### config.mk
export PLATFORM = sky130hd
export DESIGN_NAME = rv_branch_unit
export DESIGN_NICKNAME = d
export VERILOG_FILES = /design/src/rv_exec_pkg.sv /design/src/rv_branch_unit.sv
export SDC_FILE = /design/constraint.sdc
export NUM_CORES = 1
export LEC_CHECK = 0
export CORE_UTILIZATION = 65
export DETAILED_ROUTE_END_ITERATION = 16
export DONT_BUFFER_PORTS = 1
export GPL_TIMING_DRIVEN = 0
export PLACE_DENSITY = 0.81
export SYNTH_ARGS = -nofsm -noshare
export SYNTH_HDL_FRONTEND = slang
export SYNTH_SLANG_ARGS = --single-unit
### constraint.sdc
create_clock -name vclk -period 14.4
set_input_delay 1.44 -clock vclk [all_inputs]
set_output_delay 1.44 -clock vclk [all_outputs]
set_load 0.05 [all_outputs]
### src/rv_exec_pkg.sv
`default_nettype none

package rv_exec_pkg;

    localparam int XLEN = 32;

    // Issue to write strobe for DIV/DIVU/REM/REMU
    localparam int DIV_LATENCY = XLEN + 2;

    // Numbering follows the decoder, 45..63 are unused
    typedef enum logic [5:0] {
        OP_ADD    = 6'd0,
        OP_SUB    = 6'd1,
        OP_SLL    = 6'd2,
        OP_SLT    = 6'd3,
        OP_SLTU   = 6'd4,
        OP_XOR    = 6'd5,
        OP_SRL    = 6'd6,
        OP_SRA    = 6'd7,
        OP_OR     = 6'd8,
        OP_AND    = 6'd9,
        OP_MUL    = 6'd10,
        OP_MULH   = 6'd11,
        OP_MULHS  = 6'd12,          // Signed times unsigned, high word
        OP_MULHU  = 6'd13,
        OP_DIV    = 6'd14,
        OP_DIVU   = 6'd15,
        OP_REM    = 6'd16,
        OP_REMU   = 6'd17,
        OP_ADDI   = 6'd18,
        OP_SLTI   = 6'd19,
        OP_SLTIU  = 6'd20,
        OP_XORI   = 6'd21,
        OP_ORI    = 6'd22,
        OP_ANDI   = 6'd23,
        OP_SLLI   = 6'd24,
        OP_SRLI   = 6'd25,
        OP_SRAI   = 6'd26,
        OP_LB     = 6'd27,          // Loads and stores pass through silently
        OP_LH     = 6'd28,
        OP_LW     = 6'd29,
        OP_LBU    = 6'd30,
        OP_LHU    = 6'd31,
        OP_SB     = 6'd32,
        OP_SH     = 6'd33,
        OP_SW     = 6'd34,
        OP_BEQ    = 6'd35,
        OP_BNE    = 6'd36,
        OP_BLT    = 6'd37,
        OP_BGE    = 6'd38,
        OP_BLTU   = 6'd39,
        OP_BGEU   = 6'd40,
        OP_JAL    = 6'd41,
        OP_JALR   = 6'd42,
        OP_LUI    = 6'd43,
        OP_AUIPC  = 6'd44
    } exec_op_t;

    function automatic logic is_div_op(input exec_op_t op);
        return op inside {OP_DIV, OP_DIVU, OP_REM, OP_REMU};
    endfunction

    function automatic logic is_branch_op(input exec_op_t op);
        return op inside {OP_BEQ, OP_BNE, OP_BLT, OP_BGE, OP_BLTU, OP_BGEU};
    endfunction

endpackage

`default_nettype wire

### src/rv_branch_unit.sv
`default_nettype none

module rv_branch_unit #(
    parameter int WIDTH = rv_exec_pkg::XLEN
) (
    input  wire rv_exec_pkg::exec_op_t i_op,
    input  wire logic [WIDTH-1:0]      i_a,
    input  wire logic [WIDTH-1:0]      i_b,
    input  wire logic [31:0]           i_ir,
    input  wire logic [WIDTH-1:0]      i_pc,
    output logic                       o_taken,
    output logic [WIDTH-1:0]           o_target,
    output logic [WIDTH-1:0]           o_link,
    output logic                       o_writes_link
);
    import rv_exec_pkg::*;

    logic [WIDTH-1:0] off_b;
    logic [WIDTH-1:0] off_j;
    logic [WIDTH-1:0] off_i;
    logic             eq;
    logic             lt_s;
    logic             lt_u;
    logic             cond;
    logic             is_jump;

    // Scattered immediate fields, bit 0 implied zero for B and J
    assign off_b = WIDTH'($signed({i_ir[31], i_ir[7], i_ir[30:25], i_ir[11:8], 1'b0}));
    assign off_j = WIDTH'($signed({i_ir[31], i_ir[19:12], i_ir[20], i_ir[30:21], 1'b0}));
    assign off_i = WIDTH'($signed(i_ir[31:20]));

    assign eq   = (i_a == i_b);
    assign lt_s = $signed(i_a) < $signed(i_b);
    assign lt_u = i_a < i_b;

    always_comb begin
        case (i_op)
            OP_BEQ:  cond = eq;
            OP_BNE:  cond = !eq;
            OP_BLT:  cond = lt_s;
            OP_BGE:  cond = !lt_s;
            OP_BLTU: cond = lt_u;
            OP_BGEU: cond = !lt_u;
            default: cond = 1'b0;
        endcase
    end

    assign is_jump = (i_op == OP_JAL) || (i_op == OP_JALR);

    assign o_taken = (is_branch_op(i_op) && cond) || is_jump;

    always_comb begin
        if (i_op == OP_JALR) begin
            o_target = i_a + off_i;         // Register relative, LSB kept
        end else if (i_op == OP_JAL) begin
            o_target = i_pc + off_j;
        end else begin
            o_target = i_pc + off_b;
        end
    end

    assign o_link        = i_pc + WIDTH'(4);
    assign o_writes_link = is_jump;

endmodule

`default_nettype wire

# After elaboration in Yosys (flattened, before gate mapping)
# Index checks and enable logic that the tools add are counted.
# totals
output_inout_bits	66
regBits	0
memories	0
mem_bits_ro	0
latch_bits	0
ramBits	0
# classes
muxes	3
n_div	0
n_eq_ne	9
n_shift	0
bitwise_logic	0
n_addsub	4
reduce_logical	7
n_mul	0
order_cmp	2
# ops
cell	n
$add 32x32->32	3
$lt 32x32->1	2
$mux 32	2
$eq 6x6->1 const B	8
$add 32x3->32 const B	1
$eq 32x32->1	1
$pmux 1 s6	1
$reduce_bool 6->1	1
$logic_not 1->1	3
$logic_or 1x1->1	2
$logic_and 1x1->1	1

# Logic depth before layout (Yosys ltp)
# depth
depth_word	5
depth_mapped	18
depth_no_buf	16

# Worst setup path before layout
# No wires, ideal clock.
# synth_timing
path_type	input to output
startpoint	input i_op[5]
endpoint	output o_target[27]
setup_slack_ns	7.074
stages	18
arrival_time_ns	5.886
n_path_buf	2
cell_sequence	nor2b_1 > and3b_1 > and3b_1 > clkbuf_1 > clkbuf_1 > mux2_2 > ha_1 > fa_1 > a21o_1 > a221oi_2 > o311a_4 > o31ai_4 > a31o_2 > a41oi_2 > o21ai_1 > a21oi_1 > xor2_1 > mux2i_1
# synth_via
elab_chain_cells	3
# synth_lines
element	line_no	rtl
start, declared	rv_branch_unit.sv:6	input wire rv_exec_pkg::exec_op_t i_op,
$eq 6x6->1	rv_branch_unit.sv:55	end else if (i_op == OP_JAL) begin
$mux 32	rv_branch_unit.sv:55	
$mux 32 *	rv_branch_unit.sv:53	if (i_op == OP_JALR) begin
end, declared	rv_branch_unit.sv:12	output logic [WIDTH-1:0] o_target,
# Mark *: on every way between the ends. The rest lies on a longest branch, timed or not.

# Worst setup path after layout
# Same ends and word-level chain as after synthesis.

==> results.md <==
## Clock tree
- total of hold buffers inserted after clock tree synthesis: 0
- count of buffers added by post-CTS timing repair for setup: 0
- number of instances resized during post-cts repair: 0

## Pwr
- net switching fraction of the power: 69.28%
- power per unit of standard cell area: 58.23 nW/µm²
- power after layout: 0.0002922 W
- Power Internal: 0.00008974 W
- sequential share of power: 0%
- leakage power figure: 2.559 nW
- net switching power of the design: 0.0002024 W
- combinational share of power: 100.0%
- clock share of power: 0%
- IR drop worst, VDD: 44.67 µV

## Synth
- sequential cell area fraction in the yosys report: 0%
- total number of yosys warnings: 0
- number of instances in the synthesized netlist: 695
- area of the mapped netlist: 4878 µm²
- Avg Inst Size Synth: 7.019 µm²
- post-synth net total: 925
- number of different library cells in the post-synthesis netlist: 58

## Placement
- global placer's final weighted congestion: 0.8675
- pre-CTS worst setup slack: 6428 ps
- quantity of I/O buffers inserted on ports: 0
- final HPWL from detailed placement: 11250 µm

## Global routing
- Total Routing Usage GR: 30.28%
- total congestion overflow after global routing: 0
- number of antenna violations at the first check in global routing: 0
- vias in the first global route: 4672
- wire length of the first global-routing pass: 19390 µm
- pin count of the biggest net entering global routing: 34

## Layout
- final net count: 927
- count of antenna diodes in the layout: 0
- Fillers: 651
- Seq Cell Count: 0
- combined flip-flop and latch cell area: 0 µm²
- fraction of final layout cells sized beyond drive strength 1: 3.309%
- Area growth, synth to finish: 2.847%
- clkbuf count: 0
- most common cell after layout, fill and taps aside: sky130_fd_sc_hd__ha_1
- commonest cells after routing, fill and taps aside: sky130_fd_sc_hd__ha_1 (94), sky130_fd_sc_hd__a21oi_1 (65), sky130_fd_sc_hd__a21o_1 (63), sky130_fd_sc_hd__nand2_1 (61), sky130_fd_sc_hd__inv_1 (54)

## Setup path
- count of buffer and inverter cells on the critical path: 2
- Setup Crit Path Kind: in2out
- category of cells accounting for the largest share of critical-path delay: compound AO/OA/AOI/OAI gates
- data required time of the worst path: 12960 ps
- largest fanout of any net on the critical path: 10
- cell at the slowest stage of the critical path: sky130_fd_sc_hd__mux2i_1
- element type at the critical path start: primary input
- cells along the critical path: nor2b_1 > and3b_1 > and3b_1 > clkbuf_1 > clkbuf_1 > mux2_2 > ha_1 > fa_1 > a21o_1 > a221oi_2 > o311a_4 > o31ai_4 > a31o_2 > a41oi_2 > o21ai_1 > a21oi_1 > xor2_1 > mux2i_1
- WP data arrival: 6590 ps
- Crit path largest cell delay: 870 ps
- element type at the critical path end: output pin

## Drt
- remaining number of nets flagged by the antenna check after routing: 0
- DRC violation count after routing: 0
- detail-routed via count per cell: 6.404
- count of routing violations after the opening detailed-route iteration: 143
- drt wl/cell: 16.17 µm
- Detailed Route WL: 12840 µm
- via count: 5085
- DR pass1 iterations: 5

## STA
- crit share post-route: 55.75%
- number of hold violations in the final report: 0
- unrepaired setup endpoints after global routing: false
- slew at the pin closest to its max-slew limit: 1131 ps
- min Tclk post-route: 8028 ps
- Final Setup Violations: 0
- Worst slew margin: 22.41%
- setup total negative slack: 0 ps
- total count of max-transition violations in the final report: 0
- maximum frequency from static timing analysis: 124.6 MHz
- post-route worst setup slack: 6372 ps

## Die
- Die Footprint: 7855 µm²
- core area: 7253 µm²
- initial core utilization: 67.26%
- chip height: 88.63 µm
- # IOs: 200
- width of the die: 88.63 µm
- placement row count: 31

## Job
- MaxCap Viol Count: 0

## Worst hold path
- worst hold-check path type: in2out

## Status
- result of the run: complete, no violations

## synth_stat cells, types with 5 or more instances
library cell               instances  share of area (%)
sky130_fd_sc_hd__and3_1           10                1.3
sky130_fd_sc_hd__o21a_1            5               0.77
sky130_fd_sc_hd__xor2_1           30                5.4
sky130_fd_sc_hd__nand2_1          61                4.7
sky130_fd_sc_hd__ha_1             94                 24
sky130_fd_sc_hd__a21oi_1          65                6.7
sky130_fd_sc_hd__nor2_1           35                2.7
sky130_fd_sc_hd__nor3_1           10                1.0
sky130_fd_sc_hd__o21ai_0          46                4.7
sky130_fd_sc_hd__nand4_1          21                2.7
sky130_fd_sc_hd__a31oi_1           6               0.77
sky130_fd_sc_hd__a211oi_1          6               0.92
sky130_fd_sc_hd__clkbuf_1         11               0.85
sky130_fd_sc_hd__nand3_1          18                1.8
sky130_fd_sc_hd__inv_1            54                4.2
sky130_fd_sc_hd__mux2_2            8                1.8
sky130_fd_sc_hd__or3_1             6               0.77
sky130_fd_sc_hd__xnor2_1          50                9.0
sky130_fd_sc_hd__nand2b_1          7               0.90
sky130_fd_sc_hd__a21o_1           63                9.7
sky130_fd_sc_hd__nor2b_1          10                1.3
sky130_fd_sc_hd__buf_1             5               0.38
sky130_fd_sc_hd__o21bai_1         12                1.8
sky130_fd_sc_hd__o31ai_1           5               0.77
## cell type report
cell class / instances / area (µm²) / area share, %
multi-input combinational: 623 / 4616 / 92.00
tap: 99 / 123.9 / 2.469
inverter: 54 / 202.7 / 4.040
buffer: 18 / 75.07 / 1.496
## per-layer routing
metal	vias up	wire length (µm)	part of all wire, %	global-route usage, %
met4	0	241	1.9	6.305
met3	29	1023	8.0	5.504
met5	-	0	0	0
met1	2318	5107	40	33.37
li1	2551	-	-	-
met2	187	6465	50	59.65
## power by group through the flow
stage	Clock [W]	Combinational (W)	Sequential [W]
after floorplan	0	0.000250	0
after global placement	0	0.000280	0
after detailed placement	0	0.000289	0
after CTS	0	0.000290	0
after global routing	0	0.000317	0
final	0	0.000292	0
## stage by stage
step	util, %	area [µm²]	hold slack, ps	instances
floorplan	-	4878	3047	695
global placement	68.97	5002	3048	794
detailed placement	69.17	5017	3049	794
CTS	69.17	5017	3049	794
global route	69.17	5017	3053	794
finish	69.17	5017	3048	794
## cell families after synthesis
group           share of synthesized area (%)
compound gates                          33.16
xor+xnor                                14.36
fa+ha+maj                               24.93
buf+inv                                 5.694
mux                                     2.462
simple gates                            19.39
## path summary, 6_finish.rpt
check | slack [ps] | cells past startpoint | endpoint | from
worst min-delay path | 3050 | 1 | o_link[1] | i_pc[1]
worst max-delay path | 6370 | 18 | o_target[27] | i_op[5]
Note: power is estimated with default switching activity, not from simulation.
