==> config.mk <==
export PLATFORM = sky130hd
export DESIGN_NAME = rv_divider
export DESIGN_NICKNAME = d
export VERILOG_FILES = /design/src/rv_exec_pkg.sv /design/src/rv_divider.sv
export SDC_FILE = /design/constraint.sdc
export NUM_CORES = 1
export LEC_CHECK = 0
export CAP_MARGIN = 20
export CORE_ASPECT_RATIO = 0.75
export CORE_UTILIZATION = 25
export CTS_CLUSTER_DIAMETER = 100
export DETAILED_ROUTE_END_ITERATION = 8
export DONT_BUFFER_PORTS = 1
export GPL_TIMING_DRIVEN = 0
export PLACE_DENSITY = 0.38
export SETUP_SLACK_MARGIN = 0.3
export SLEW_MARGIN = 20
export SYNTH_ARGS = -nofsm -noshare
export SYNTH_HDL_FRONTEND = slang
export SYNTH_SLANG_ARGS = --single-unit
==> constraint.sdc <==
create_clock -name i_clk -period 3.57 [get_ports i_clk]
set_input_delay 0.8925 -clock i_clk [delete_from_list [all_inputs] [get_ports i_clk]]
set_output_delay 0.8925 -clock i_clk [all_outputs]
set_load 0.01 [all_outputs]
==> src/rv_exec_pkg.sv <==
`default_nettype none

package rv_exec_pkg;

    localparam int XLEN = 32;

    // Issue to write strobe for DIV/DIVU/REM/REMU
    localparam int DIV_LATENCY = XLEN + 2;

    // Numbering follows the decoder, 45..63 are unused
    typedef enum logic [5:0] {
        OP_ADD    = 6'd0,
        OP_SUB    = 6'd1,
        OP_SLL    = 6'd2,
        OP_SLT    = 6'd3,
        OP_SLTU   = 6'd4,
        OP_XOR    = 6'd5,
        OP_SRL    = 6'd6,
        OP_SRA    = 6'd7,
        OP_OR     = 6'd8,
        OP_AND    = 6'd9,
        OP_MUL    = 6'd10,
        OP_MULH   = 6'd11,
        OP_MULHS  = 6'd12,          // Signed times unsigned, high word
        OP_MULHU  = 6'd13,
        OP_DIV    = 6'd14,
        OP_DIVU   = 6'd15,
        OP_REM    = 6'd16,
        OP_REMU   = 6'd17,
        OP_ADDI   = 6'd18,
        OP_SLTI   = 6'd19,
        OP_SLTIU  = 6'd20,
        OP_XORI   = 6'd21,
        OP_ORI    = 6'd22,
        OP_ANDI   = 6'd23,
        OP_SLLI   = 6'd24,
        OP_SRLI   = 6'd25,
        OP_SRAI   = 6'd26,
        OP_LB     = 6'd27,          // Loads and stores pass through silently
        OP_LH     = 6'd28,
        OP_LW     = 6'd29,
        OP_LBU    = 6'd30,
        OP_LHU    = 6'd31,
        OP_SB     = 6'd32,
        OP_SH     = 6'd33,
        OP_SW     = 6'd34,
        OP_BEQ    = 6'd35,
        OP_BNE    = 6'd36,
        OP_BLT    = 6'd37,
        OP_BGE    = 6'd38,
        OP_BLTU   = 6'd39,
        OP_BGEU   = 6'd40,
        OP_JAL    = 6'd41,
        OP_JALR   = 6'd42,
        OP_LUI    = 6'd43,
        OP_AUIPC  = 6'd44
    } exec_op_t;

    function automatic logic is_div_op(input exec_op_t op);
        return op inside {OP_DIV, OP_DIVU, OP_REM, OP_REMU};
    endfunction

    function automatic logic is_branch_op(input exec_op_t op);
        return op inside {OP_BEQ, OP_BNE, OP_BLT, OP_BGE, OP_BLTU, OP_BGEU};
    endfunction

endpackage

`default_nettype wire

==> src/rv_divider.sv <==
`default_nettype none

module rv_divider #(
    parameter int WIDTH = rv_exec_pkg::XLEN
) (
    input  wire logic             i_clk,
    input  wire logic             i_rst_n,
    input  wire logic             i_start,
    input  wire logic             i_signed,
    input  wire logic [WIDTH-1:0] i_dividend,
    input  wire logic [WIDTH-1:0] i_divisor,
    output logic [WIDTH-1:0]      o_quotient,
    output logic [WIDTH-1:0]      o_remainder,
    output logic                  o_done
);

    localparam int CNT_W = $clog2(WIDTH);

    typedef enum logic [1:0] {
        S_IDLE,
        S_RUN,
        S_FINAL
    } state_t;

    state_t           state_q;
    logic [CNT_W-1:0] count_q;

    logic [WIDTH-1:0] rem_q;        // Partial remainder
    logic [WIDTH-1:0] quo_q;        // Dividend shifts out, quotient shifts in
    logic [WIDTH-1:0] dvs_q;
    logic             q_neg_q;
    logic             r_neg_q;
    logic             zero_q;

    logic             a_neg;
    logic             b_neg;
    logic [WIDTH-1:0] a_mag;
    logic [WIDTH-1:0] b_mag;
    logic [WIDTH:0]   trial;
    logic [WIDTH:0]   diff;
    logic             fits;

    // Setup happens in the start cycle, magnitudes go straight into the regs
    assign a_neg = i_signed & i_dividend[WIDTH-1];
    assign b_neg = i_signed & i_divisor[WIDTH-1];
    assign a_mag = a_neg ? -i_dividend : i_dividend;
    assign b_mag = b_neg ? -i_divisor : i_divisor;

    assign trial = {rem_q, quo_q[WIDTH-1]};
    assign diff  = trial - {1'b0, dvs_q};
    assign fits  = ~diff[WIDTH];                    // No borrow

    always_ff @(posedge i_clk or negedge i_rst_n) begin
        if (!i_rst_n) begin
            state_q <= S_IDLE;
            count_q <= '0;
        end else begin
            case (state_q)
                S_IDLE: begin
                    if (i_start) begin
                        state_q <= S_RUN;
                        count_q <= '0;
                    end
                end
                S_RUN: begin
                    count_q <= count_q + 1'b1;
                    if (count_q == CNT_W'(WIDTH - 1)) begin
                        state_q <= S_FINAL;
                    end
                end
                default: state_q <= S_IDLE;     // Final cycle, back to idle
            endcase
        end
    end

    always_ff @(posedge i_clk) begin
        if (state_q == S_IDLE && i_start) begin
            rem_q   <= '0;
            quo_q   <= a_mag;
            dvs_q   <= b_mag;
            q_neg_q <= a_neg ^ b_neg;
            r_neg_q <= a_neg;
            zero_q  <= (i_divisor == '0);
        end else if (state_q == S_RUN) begin
            rem_q <= fits ? diff[WIDTH-1:0] : trial[WIDTH-1:0];
            quo_q <= {quo_q[WIDTH-2:0], fits};
        end
    end

    // Divide by zero leaves |dividend| in rem_q, so only the quotient needs forcing.
    // Most negative by -1 already yields the dividend and zero.
    assign o_quotient  = zero_q ? '1 : (q_neg_q ? -quo_q : quo_q);
    assign o_remainder = r_neg_q ? -rem_q : rem_q;
    assign o_done      = (state_q == S_FINAL);

    a_start_idle: assert property (@(posedge i_clk) disable iff (!i_rst_n)
        i_start |-> state_q == S_IDLE)
        else $error("divider restarted while a division is in progress");

    a_done_latency: assert property (@(posedge i_clk) disable iff (!i_rst_n)
        i_start |-> ##(WIDTH + 1) o_done)
        else $error("divider done pulse missed its slot");

endmodule

`default_nettype wire

# [After elaboration in Yosys (flattened, before gate mapping)]
# Index checks and enable logic that the tools add are counted.
[op_classes] n_addsub=6 n_mul=0 n_div=0 order_cmp=0 n_eq_ne=5 shift=0 mux=13 bitwise=4 n_reduce_logical=7
[op_table] cell="two-way mux 32 bit" n=8
[op_table] cell="negator 32 bit" n=4
[op_table] cell="subtractor 33 x 32 -> 33 bit" n=1
[op_table] cell="zero test 32 bit" n=1
[op_table] cell="one-hot mux 5 bit (2 select lines)" n=1
[op_table] cell="adder 5 x 1 -> 5 bit (second input constant)" n=1
[op_table] cell="== test 5 bit (second input constant)" n=1
[op_table] cell="two-way mux 5 bit" n=1
[op_table] cell="two-way mux 2 bit" n=2
[op_table] cell="inequality test 2 bit (second input constant)" n=2
[op_table] cell="one-hot mux 2 bit (2 select lines)" n=1
[op_table] cell="AND reduction 2 bit" n=2
[op_table] cell="nonzero test 2 bit" n=2
[op_table] cell="AND 1 bit" n=2
[op_table] cell="== test 2 x 1 -> 1 bit (second input constant)" n=1
[op_table] cell="== test 2 bit (second input constant)" n=1
[op_table] cell="zero test 2 bit" n=1
[op_table] cell="logical AND 1 bit" n=1
[op_table] cell="inverter 1 bit" n=1
[op_table] cell="bitwise XOR 1 bit" n=1
[word_totals] regBits=106 latchBits=0 ramBits=0 mem_bits_ro=0 in_bits=68 out_inout_bits=65 word_cells=43 n_memories=0

# [Depth between registers and ports, before layout]
# Gate-level depths: netlist (run 1).
[depth] word_depth=4 mapped_depth=14 mapped_depth_nobuf=12

# [Worst setup path before layout (run 1)]
# OpenSTA, ideal clock, no wires.
[synth_path] path_type="register to output" start="register rem_q[6]" end="output port o_remainder[29]" arrival_ns=2.672 t_required_ns=2.678 path_slack_ns=0.005 path_stages_with_launch=9 path_buffers=0 path_cell_list="dfxtp_1 -> or4_4 -> nor3_4 -> nand2_2 -> or3_4 -> or3_4 -> or4_4 -> o41ai_2 -> xnor2_1"
[synth_via] elab_chain_len=2
[synth_rtl] item="start: declaration" line="rv_divider.sv:28" source="logic [WIDTH-1:0] rem_q;"
[synth_rtl] item="start signal: assignment" line="rv_divider.sv:85" source="rem_q <= fits ? diff[WIDTH-1:0] : trial[WIDTH-1:0];"
[synth_rtl] item="negator 32 bit" line="rv_divider.sv:93" source="assign o_remainder = r_neg_q ? -rem_q : rem_q;"
[synth_rtl] item="two-way mux 32 bit" line="rv_divider.sv:93"
[synth_rtl] item="end: declaration" line="rv_divider.sv:13" source="output logic [WIDTH-1:0] o_remainder,"
# No other way between the ends.

# [Final worst setup path (run 1)]
# Same ends and word-level chain as after synthesis.

==> results of run 1 <==
cells in the final DEF, fill, tap and decap left out, types with 8 or more instances in the layout:
cell type                   instances
sky130_fd_sc_hd__nand2b_1          11
sky130_fd_sc_hd__dfxtp_1           14
sky130_fd_sc_hd__a21oi_2           10
sky130_fd_sc_hd__o31ai_1           17
sky130_fd_sc_hd__buf_6             16
sky130_fd_sc_hd__edfxtp_1          67
sky130_fd_sc_hd__o31ai_4            9
sky130_fd_sc_hd__a21oi_1           94
sky130_fd_sc_hd__nor2_1            71
sky130_fd_sc_hd__inv_1             49
sky130_fd_sc_hd__o21ai_4           12
sky130_fd_sc_hd__nor2b_1            9
sky130_fd_sc_hd__and2_1             8
sky130_fd_sc_hd__a21o_1            10
sky130_fd_sc_hd__or4_1             11
sky130_fd_sc_hd__nand3_1           11
sky130_fd_sc_hd__o21ai_0           99
sky130_fd_sc_hd__nand2_1          113
sky130_fd_sc_hd__and3_1            10
sky130_fd_sc_hd__buf_4             36
sky130_fd_sc_hd__clkbuf_16          9
sky130_fd_sc_hd__ha_1              37
sky130_fd_sc_hd__xnor2_1           57
sky130_fd_sc_hd__xor2_1            66
sky130_fd_sc_hd__nor3_1            17
sky130_fd_sc_hd__dfxtp_2           14
sky130_fd_sc_hd__o41ai_4            8
sky130_fd_sc_hd__xnor2_2           15
sky130_fd_sc_hd__clkbuf_1          33
sky130_fd_sc_hd__a31oi_1            8
stage by stage:
step,util,std cells,hold slack (ns),power (mW)
finish,0.322,1566,0.211,9.01
detailed placement,0.274,1500,0.485,7.03
CTS,0.310,1550,0.198,8.67
global placement,0.273,1499,0.474,7.08
global route,0.322,1566,0.192,9.69
floorplan,-,1049,0.449,5.72
worst max path at each step:
stage / to
floorplan: o_remainder[29]
global placement: quo_q[0]
detailed placement: rem_q[20]
CTS: o_remainder[29]
global route: o_remainder[29]
finish: o_remainder[29]
power by group through the flow:
stage	registers [mW]	clock network, mW	logic (mW)
floorplan	2.35	0	3.37
global placement	2.67	0	4.41
detailed placement	2.65	0	4.38
CTS	2.72	1.05	4.90
global route	2.89	1.08	5.71
finish	2.82	1.01	5.18
cell families (layout without fill, tap and decap cells):
family,count (synthesis),after routing
AND/OR/NAND/NOR,332,332
AO/OA/AOI/OAI,328,328
XOR/XNOR,140,140
flip-flops,106,106
buffers and inverters,101,168
adder cells (fa/ha/maj),39,39
multiplexers,3,3
area by class of cell:
cell class | count | area [um2]
fillers | 3528 | 22800
multi-input cells | 842 | 6240
flip-flops and latches | 106 | 2860
well taps | 450 | 563
repair buffers | 51 | 463
clock buffers | 9 | 225
plain buffers | 49 | 224
inverters | 52 | 195
clock inverters | 7 | 57.6
per-layer routing:
| metal | wire length [um] | vias to the layer above | global-route usage |
|---|---|---|---|
| li1 | - | 3908 | - |
| met1 | 16100 | 3688 | 0.258 |
| met2 | 12200 | 137 | 0.239 |
| met3 | 1370 | 21 | 0.0313 |
| met4 | 368 | 0 | 0.0313 |
| met5 | 0 | - | 0 |
worst max-delay path, cell delays in order, from the launching register on:
cell and delay, ns:
sky130_fd_sc_hd__dfxtp_4 0.35, sky130_fd_sc_hd__or4_4 0.55, sky130_fd_sc_hd__nor3_4 0.16, sky130_fd_sc_hd__nand2_2 0.11
sky130_fd_sc_hd__or3_4 0.35, sky130_fd_sc_hd__or3_4 0.34, sky130_fd_sc_hd__or4_4 0.49, sky130_fd_sc_hd__o41ai_4 0.30
sky130_fd_sc_hd__xnor2_2 0.21
state kept, by name, indices dropped and copies added (netlist names):
register,cells
quo_q,32
q_neg_q,1
rem_q,32
count_q,5
zero_q,1
r_neg_q,1
dvs_q,32
state_q,2
timing repair:
item / 4_1_cts / 5_1_grt
setup endpoints to repair: 67 / 77
resized for setup: 146 / 71
buffers inserted: 34 / 16
pin swaps: 44 / 39
==> reports/qor.txt, run 1 <==
================================================================================
Run status ........................................................ finished with violations
Failing checks .................................................... setup timing
Mux cell area share after synthesis ...............................      0.00351
Synth area leader ................................................. sky130_fd_sc_hd__edfxtp_1
Detailed-placement wirelength estimate ............................     23200 um
Via count of the first global-routing pass ........................         7398
IO buf count ......................................................            0
CTS tree ..........................................................          yes
Largest fanout on the critical path ...............................            4
Die Y-Extent ......................................................       162 um
VDD IR-drop max ...................................................       270 uV
Post-detailed-route DRC marker count ..............................            0
Post-route ant nets ...............................................            0
Final Critical Period .............................................      4.11 ns
Cells after Synth .................................................         1049
Area fraction in compound gates after synthesis ...................        0.228
Net Sw Power ......................................................      4.45 mW
Number of buffers added by the clock tree synthesis step ..........            9
Signal arrival time at the worst endpoint .........................      3.22 ns
Mean cell area of the mapped netlist ..............................     8.17 um2
Maximum number of pins on one net before global-route repair ......           35
Final clock skew ..................................................    0.0270 ns
Clock network latency to the later pin of the worst-skew pair .....      0.37 ns
I/O pins ..........................................................          133
DRC violation total after the first TritonRoute iteration .........          383
CTS root buf ...................................................... sky130_fd_sc_hd__clkbuf_16
Beginning of the worst register-to-register path ..................     dvs_q[0]
Proportion of netlist area held by the largest area contributor ...        0.235
Top-count cell post-synth ......................................... sky130_fd_sc_hd__nand2_1
Number of max-slew violations in the final report .................            0
Top cells by area in the synthesized netlist ...................... sky130_fd_sc_hd__edfxtp_1 23%, sky130_fd_sc_hd__xnor2_1 7.6%, sky130_fd_sc_hd__dfxtp_1 7.5%, sky130_fd_sc_hd__o21ai_0 6.9%, sky130_fd_sc_hd__xor2_1 6.7%
Combinational fraction of design power ............................        0.574
Number of hold buffers added after CTS ............................            0
RePlAce Congestion ................................................        0.826
Worst-case reg-to-reg path depth ..................................           14
Part of the total power dissipated in the clock network ...........        0.112
Die Footprint .....................................................    35000 um2
Final instance area ...............................................    10800 um2
Critical Setup Path Class .........................................   reg -> out
H-tree Lvls .......................................................            3
Placement Rows ....................................................           58
RSZ-0062 raised after global routing ..............................          yes
Pwr Density .......................................................   832 nW/um2
EDFF count, synth .................................................           67
Detailed-route via count ..........................................         7754
Post-synthesis instance area ......................................     8570 um2
Total setup violations reported at the end of the flow ............           15
Internal portion of total power ...................................      4.56 mW
Ratio of final minimum period to clock period .....................         1.15
Endpoints failing hold ............................................            0
Antenna cell count ................................................            0
Setup slack after layout ..........................................    -0.543 ns
Class of the most critical hold timing path .......................  in -> async
Adder and majority gate portion of the synthesized area ...........       0.0578
Routed length per placed instance .................................      19.2 um
FF-to-FF End ......................................................    rem_q[11]
Total congestion overflow .........................................            0
Number of clock sinks .............................................          106
Overall routed net length .........................................     30000 um
Synthesis warning total ...........................................            0
Leakage Power .....................................................      4.11 nW
Relative max-transition margin ....................................        0.268
Maximum buffer depth of the clock tree ............................            2
Share of synthesized flip-flops with an asynchronous set or reset .       0.0660
Die extent in x ...................................................       216 um
Area growth from synthesis to layout ..............................        26.4%
Start point of the critical path ..................................     rem_q[6]
Synthesized net count .............................................         1156
Initial standard-cell utilization of the core .....................        0.255
Area of the core region ...........................................    33600 um2
Clock transition at the registers of the reported paths ...........      0.09 ns
Achievable clock frequency ........................................    0.243 GHz
CP startpoint kind ................................................     register
Final-stage net count .............................................         1218
Fraction of layout instances using a drive strength above 1 .......        0.195
Aggregate global-route resource usage .............................        0.168
Critical path endpoint category ................................... primary output
Share of total power consumed by net switching ....................        0.494
DR pass1 iterations ...............................................            5
Worst Path Required ...............................................      2.68 ns
Routed via count divided by cell count ............................         4.95
Top_reg_cell synth ................................................ sky130_fd_sc_hd__edfxtp_1
Count of state elements after synthesis ...........................          106
Worst Tran Pin Value ..............................................      1.10 ns
Maxcap violations .................................................            0
Reg2reg setup slack ...............................................      0.39 ns
Antenna violations before repair ..................................            0
Placed cell area ..................................................     9190 um2
Sequential area share after synthesis .............................        0.330
First-pass GRT wire length ........................................     44800 um
DP Worst Slack ....................................................    -0.947 ns
Xor/xnor share of the synthesized area ............................        0.143
Top cells by count, synth ......................................... 121 x sky130_fd_sc_hd__nand2_1, 118 x sky130_fd_sc_hd__o21ai_0, 106 x sky130_fd_sc_hd__a21oi_1
Dominant combinational cell family by area after synthesis ........ compound AO/OA/AOI/OAI gates
Relative contribution of sequential cells to total power ..........        0.313
Setup tns final ...................................................     -3.92 ns
Post-synthesis simple-gate area fraction ..........................        0.192
Netlist cell types ................................................           68
================================================================================
Note: power is estimated with default switching activity, not from simulation.
==> run 2, diff against run 1 <==
--- a/config.mk
+++ b/config.mk
@@ -5,6 +5,7 @@
 export SDC_FILE = /design/constraint.sdc
 export NUM_CORES = 1
 export LEC_CHECK = 0
+export ABC_AREA = 1
 export CAP_MARGIN = 20
 export CORE_ASPECT_RATIO = 0.75
 export CORE_UTILIZATION = 25
==> run 2 against run 1 <==
The flow now finishes without violations. Cell count grew 40%. Cell area grew 7.9%. Routed wire length grew 35%. Synthesized cell count grew 56%. Sequential power shrank 7.8%.
==> reports/qor.txt, run 2 <==
================================================================================
Final-stage net count .............................................         1779
Worst hold slack ..................................................     0.200 ns
Synth area leader ................................................. sky130_fd_sc_hd__edfxtp_1
DP Worst Slack ....................................................     0.108 ns
Worst-case reg-to-reg path depth ..................................           18
Total setup violations reported at the end of the flow ............            0
Ratio of final minimum period to clock period .....................        0.914
# fillers .........................................................         4443
Endpoints failing hold ............................................            0
Largest registers ................................................. dvs_q (32), quo_q (32), rem_q (32)
Maximum buffer depth of the clock tree ............................            2
Post-route ant nets ...............................................            0
Post-route total power ............................................      10.1 mW
EDFF count, synth .................................................           67
Cells after Synth .................................................         1635
Maximum number of pins on one net before global-route repair ......           45
RePlAce Congestion ................................................        0.870
Share of synthesized flip-flops with an asynchronous set or reset .       0.0660
Routed via count divided by cell count ............................         4.66
Setup tns final ...................................................         0 ns
Leading cell types in the layout, fill and taps excluded .......... 514 x sky130_fd_sc_hd__nand2_1, 278 x sky130_fd_sc_hd__inv_1, 134 x sky130_fd_sc_hd__nor2_1, 111 x sky130_fd_sc_hd__nand3_1, 78 x sky130_fd_sc_hd__a21oi_1
Sequential area share after synthesis .............................        0.278
Number of max-slew violations in the final report .................            0
Via count of the first global-routing pass ........................         9421
I/O pins ..........................................................          133
Area growth from synthesis to layout ..............................        14.9%
Number of non-filler instances in the completed layout ............         2198
Critical Setup Path Class .........................................   reg -> out
Critical path endpoint category ................................... primary output
Mean cell area of the mapped netlist ..............................     6.22 um2
Clock network latency to the later pin of the worst-skew pair .....      0.39 ns
Count of state elements after synthesis ...........................          106
Number of clock sinks .............................................          106
Worst Path Required ...............................................      2.68 ns
Total congestion overflow .........................................            0
Die extent in x ...................................................       235 um
Run status ........................................................ finished clean
DRC violation total after the first TritonRoute iteration .........          860
RSZ-0062 raised after global routing ..............................          yes
Synthesis warning total ...........................................            0
Relative max-transition margin ....................................        0.495
Signal arrival time at the worst endpoint .........................      2.37 ns
Die Footprint .....................................................    41500 um2
Detailed-placement wirelength estimate ............................     33500 um
Leakage Power .....................................................      5.77 nW
FF-to-FF End ......................................................    rem_q[22]
Placed cell area ..................................................    10800 um2
Netlist cell types ................................................           47
Top-count cell post-synth ......................................... sky130_fd_sc_hd__nand2_1
Placement Rows ....................................................           63
Top cells by count, synth ......................................... 526 x sky130_fd_sc_hd__nand2_1, 287 x sky130_fd_sc_hd__inv_1, 140 x sky130_fd_sc_hd__nor2_1
IO buf count ......................................................            0
Overall routed net length .........................................     40400 um
Area of the core region ...........................................    39800 um2
Final instance area ...............................................    11700 um2
Post-detailed-route DRC marker count ..............................            0
Proportion of netlist area held by the largest area contributor ...        0.198
Storage cell area .................................................     2840 um2
Final clock skew ..................................................    0.0162 ns
Final Critical Period .............................................      3.26 ns
Number of buffers added by the clock tree synthesis step ..........            9
Antenna violations before repair ..................................            2
Top_reg_cell synth ................................................ sky130_fd_sc_hd__edfxtp_1
CTS root buf ...................................................... sky130_fd_sc_hd__clkbuf_16
Aggregate global-route resource usage .............................        0.196
Detailed-route via count ..........................................        10200
Number of hold buffers added after CTS ............................            0
Post-synthesis instance area ......................................    10200 um2
First-pass GRT wire length ........................................     60200 um
Reg2reg setup slack ...............................................      0.72 ns
VDD IR-drop max ...................................................       284 uV
Achievable clock frequency ........................................    0.307 GHz
Pwr Density .......................................................   868 nW/um2
Class of the most critical hold timing path .......................  in -> async
Routed length per placed instance .................................      18.4 um
Top cells by area in the synthesized netlist ...................... sky130_fd_sc_hd__edfxtp_1 20%, sky130_fd_sc_hd__nand2_1 19%, sky130_fd_sc_hd__inv_1 11%, sky130_fd_sc_hd__dfxtp_1 6.3%, sky130_fd_sc_hd__nand3_1 6.0%
H-tree Lvls .......................................................            3
Most common cell after layout, fill and taps aside ................ sky130_fd_sc_hd__nand2_1
Worst Tran Pin Value ..............................................     0.751 ns
Setup slack after layout ..........................................     0.308 ns
CTS tree ..........................................................          yes
DR pass1 iterations ...............................................            5
Fraction of layout instances using a drive strength above 1 .......       0.0960
Inst Count DP .....................................................         2156
Die Y-Extent ......................................................       177 um
Footprint of the multi-input gates ................................     6340 um2
Clock transition at the registers of the reported paths ...........      0.08 ns
Maxcap violations .................................................            0
End-of-flow core utilization ......................................        0.293
Initial standard-cell utilization of the core .....................        0.255
Largest fanout on the critical path ...............................            3
Beginning of the worst register-to-register path ..................    quo_q[31]
Synthesized net count .............................................         1742
CP startpoint kind ................................................     register
================================================================================
[run 2: cell types whose count changed in the layout (fill, tap and decap cells not counted), moves of 13 or more]
| cell | before | now |
|---|---|---|
| sky130_fd_sc_hd__xnor2_2 | 15 | 0 |
| sky130_fd_sc_hd__nor2_1 | 71 | 134 |
| sky130_fd_sc_hd__nand2_1 | 113 | 514 |
| sky130_fd_sc_hd__nand3_1 | 11 | 111 |
| sky130_fd_sc_hd__xnor2_1 | 57 | 21 |
| sky130_fd_sc_hd__o21ai_0 | 99 | 72 |
| sky130_fd_sc_hd__dfxtp_1 | 14 | 29 |
| sky130_fd_sc_hd__a21oi_1 | 94 | 78 |
| sky130_fd_sc_hd__dfxtp_2 | 14 | 1 |
| sky130_fd_sc_hd__nand2_2 | 6 | 22 |
| sky130_fd_sc_hd__nand4_1 | 6 | 21 |
| sky130_fd_sc_hd__inv_1 | 49 | 278 |
| sky130_fd_sc_hd__o31ai_1 | 17 | 2 |
[run 2: power by group]
part | switching, mW | internal, mW
Sequential | 0.650 | 1.95
Combinational | 4.36 | 2.13
Clock | 0.554 | 0.489
Total | 5.57 | 4.57
[run 2: repair_timing]
action / CTS / global route
gates resized for setup: 56 / 49
endpoints found under the hold margin: 0 / 0
pin swaps: 16 / 21
cloned: 0 / 0
buffers inserted: 10 / 15
endpoints found under the setup margin: 40 / 34
[run 2: logic make-up after synthesis]
kind of cell	Yosys count	share of synthesized area
compound gates	190	0.100
xor+xnor	90	0.0776
fa+ha+maj	39	0.0488
buf+inv	333	0.130
flops	106	0.278
simple gates	877	0.365
[run 2: worst max path at each step]
| stage | startpoint | slack, ns | cells after the start | endpoint |
|---|---|---|---|---|
| finish | quo_q[0] | 0.31 | 12 | o_quotient[26] |
| floorplan | rem_q[0] | 0.90 | 12 | o_remainder[30] |
| global route | quo_q[1] | 0.17 | 13 | o_quotient[30] |
| global placement | quo_q[0] | 0.07 | 12 | o_quotient[30] |
| CTS | quo_q[1] | 0.16 | 13 | o_quotient[30] |
| detailed placement | quo_q[0] | 0.11 | 12 | o_quotient[30] |
[run 2: worst max-delay path, stage by stage (launching register included)]
cell	delay (ns)
sky130_fd_sc_hd__edfxtp_1	0.38
sky130_fd_sc_hd__inv_2	0.14
sky130_fd_sc_hd__ha_4	0.17
sky130_fd_sc_hd__nand3_4	0.11
sky130_fd_sc_hd__nor2_4	0.18
sky130_fd_sc_hd__nand2_2	0.09
sky130_fd_sc_hd__nor2_4	0.15
sky130_fd_sc_hd__inv_2	0.07
sky130_fd_sc_hd__nor2_4	0.14
sky130_fd_sc_hd__buf_4	0.14
sky130_fd_sc_hd__a31oi_1	0.12
sky130_fd_sc_hd__a21oi_1	0.19
sky130_fd_sc_hd__o21ai_2	0.10
[run 2: area by class of cell]
class,count,area share
inverter,292,0.0947
tap,520,0.0557
buffer,41,0.0201
timing repair buffer,26,0.0188
clock inverter,7,0.00514
sequential,106,0.243
multi-input combinational,1196,0.543
clock buffer,9,0.0193
antenna,1,0.000214
[run 2: per-layer routing]
metal | global-route usage | wire length (um)
met1 | 0.313 | 22400
met4 | 0.0329 | 484
met3 | 0.0404 | 2280
met5 | 0 | 0
met2 | 0.262 | 15300
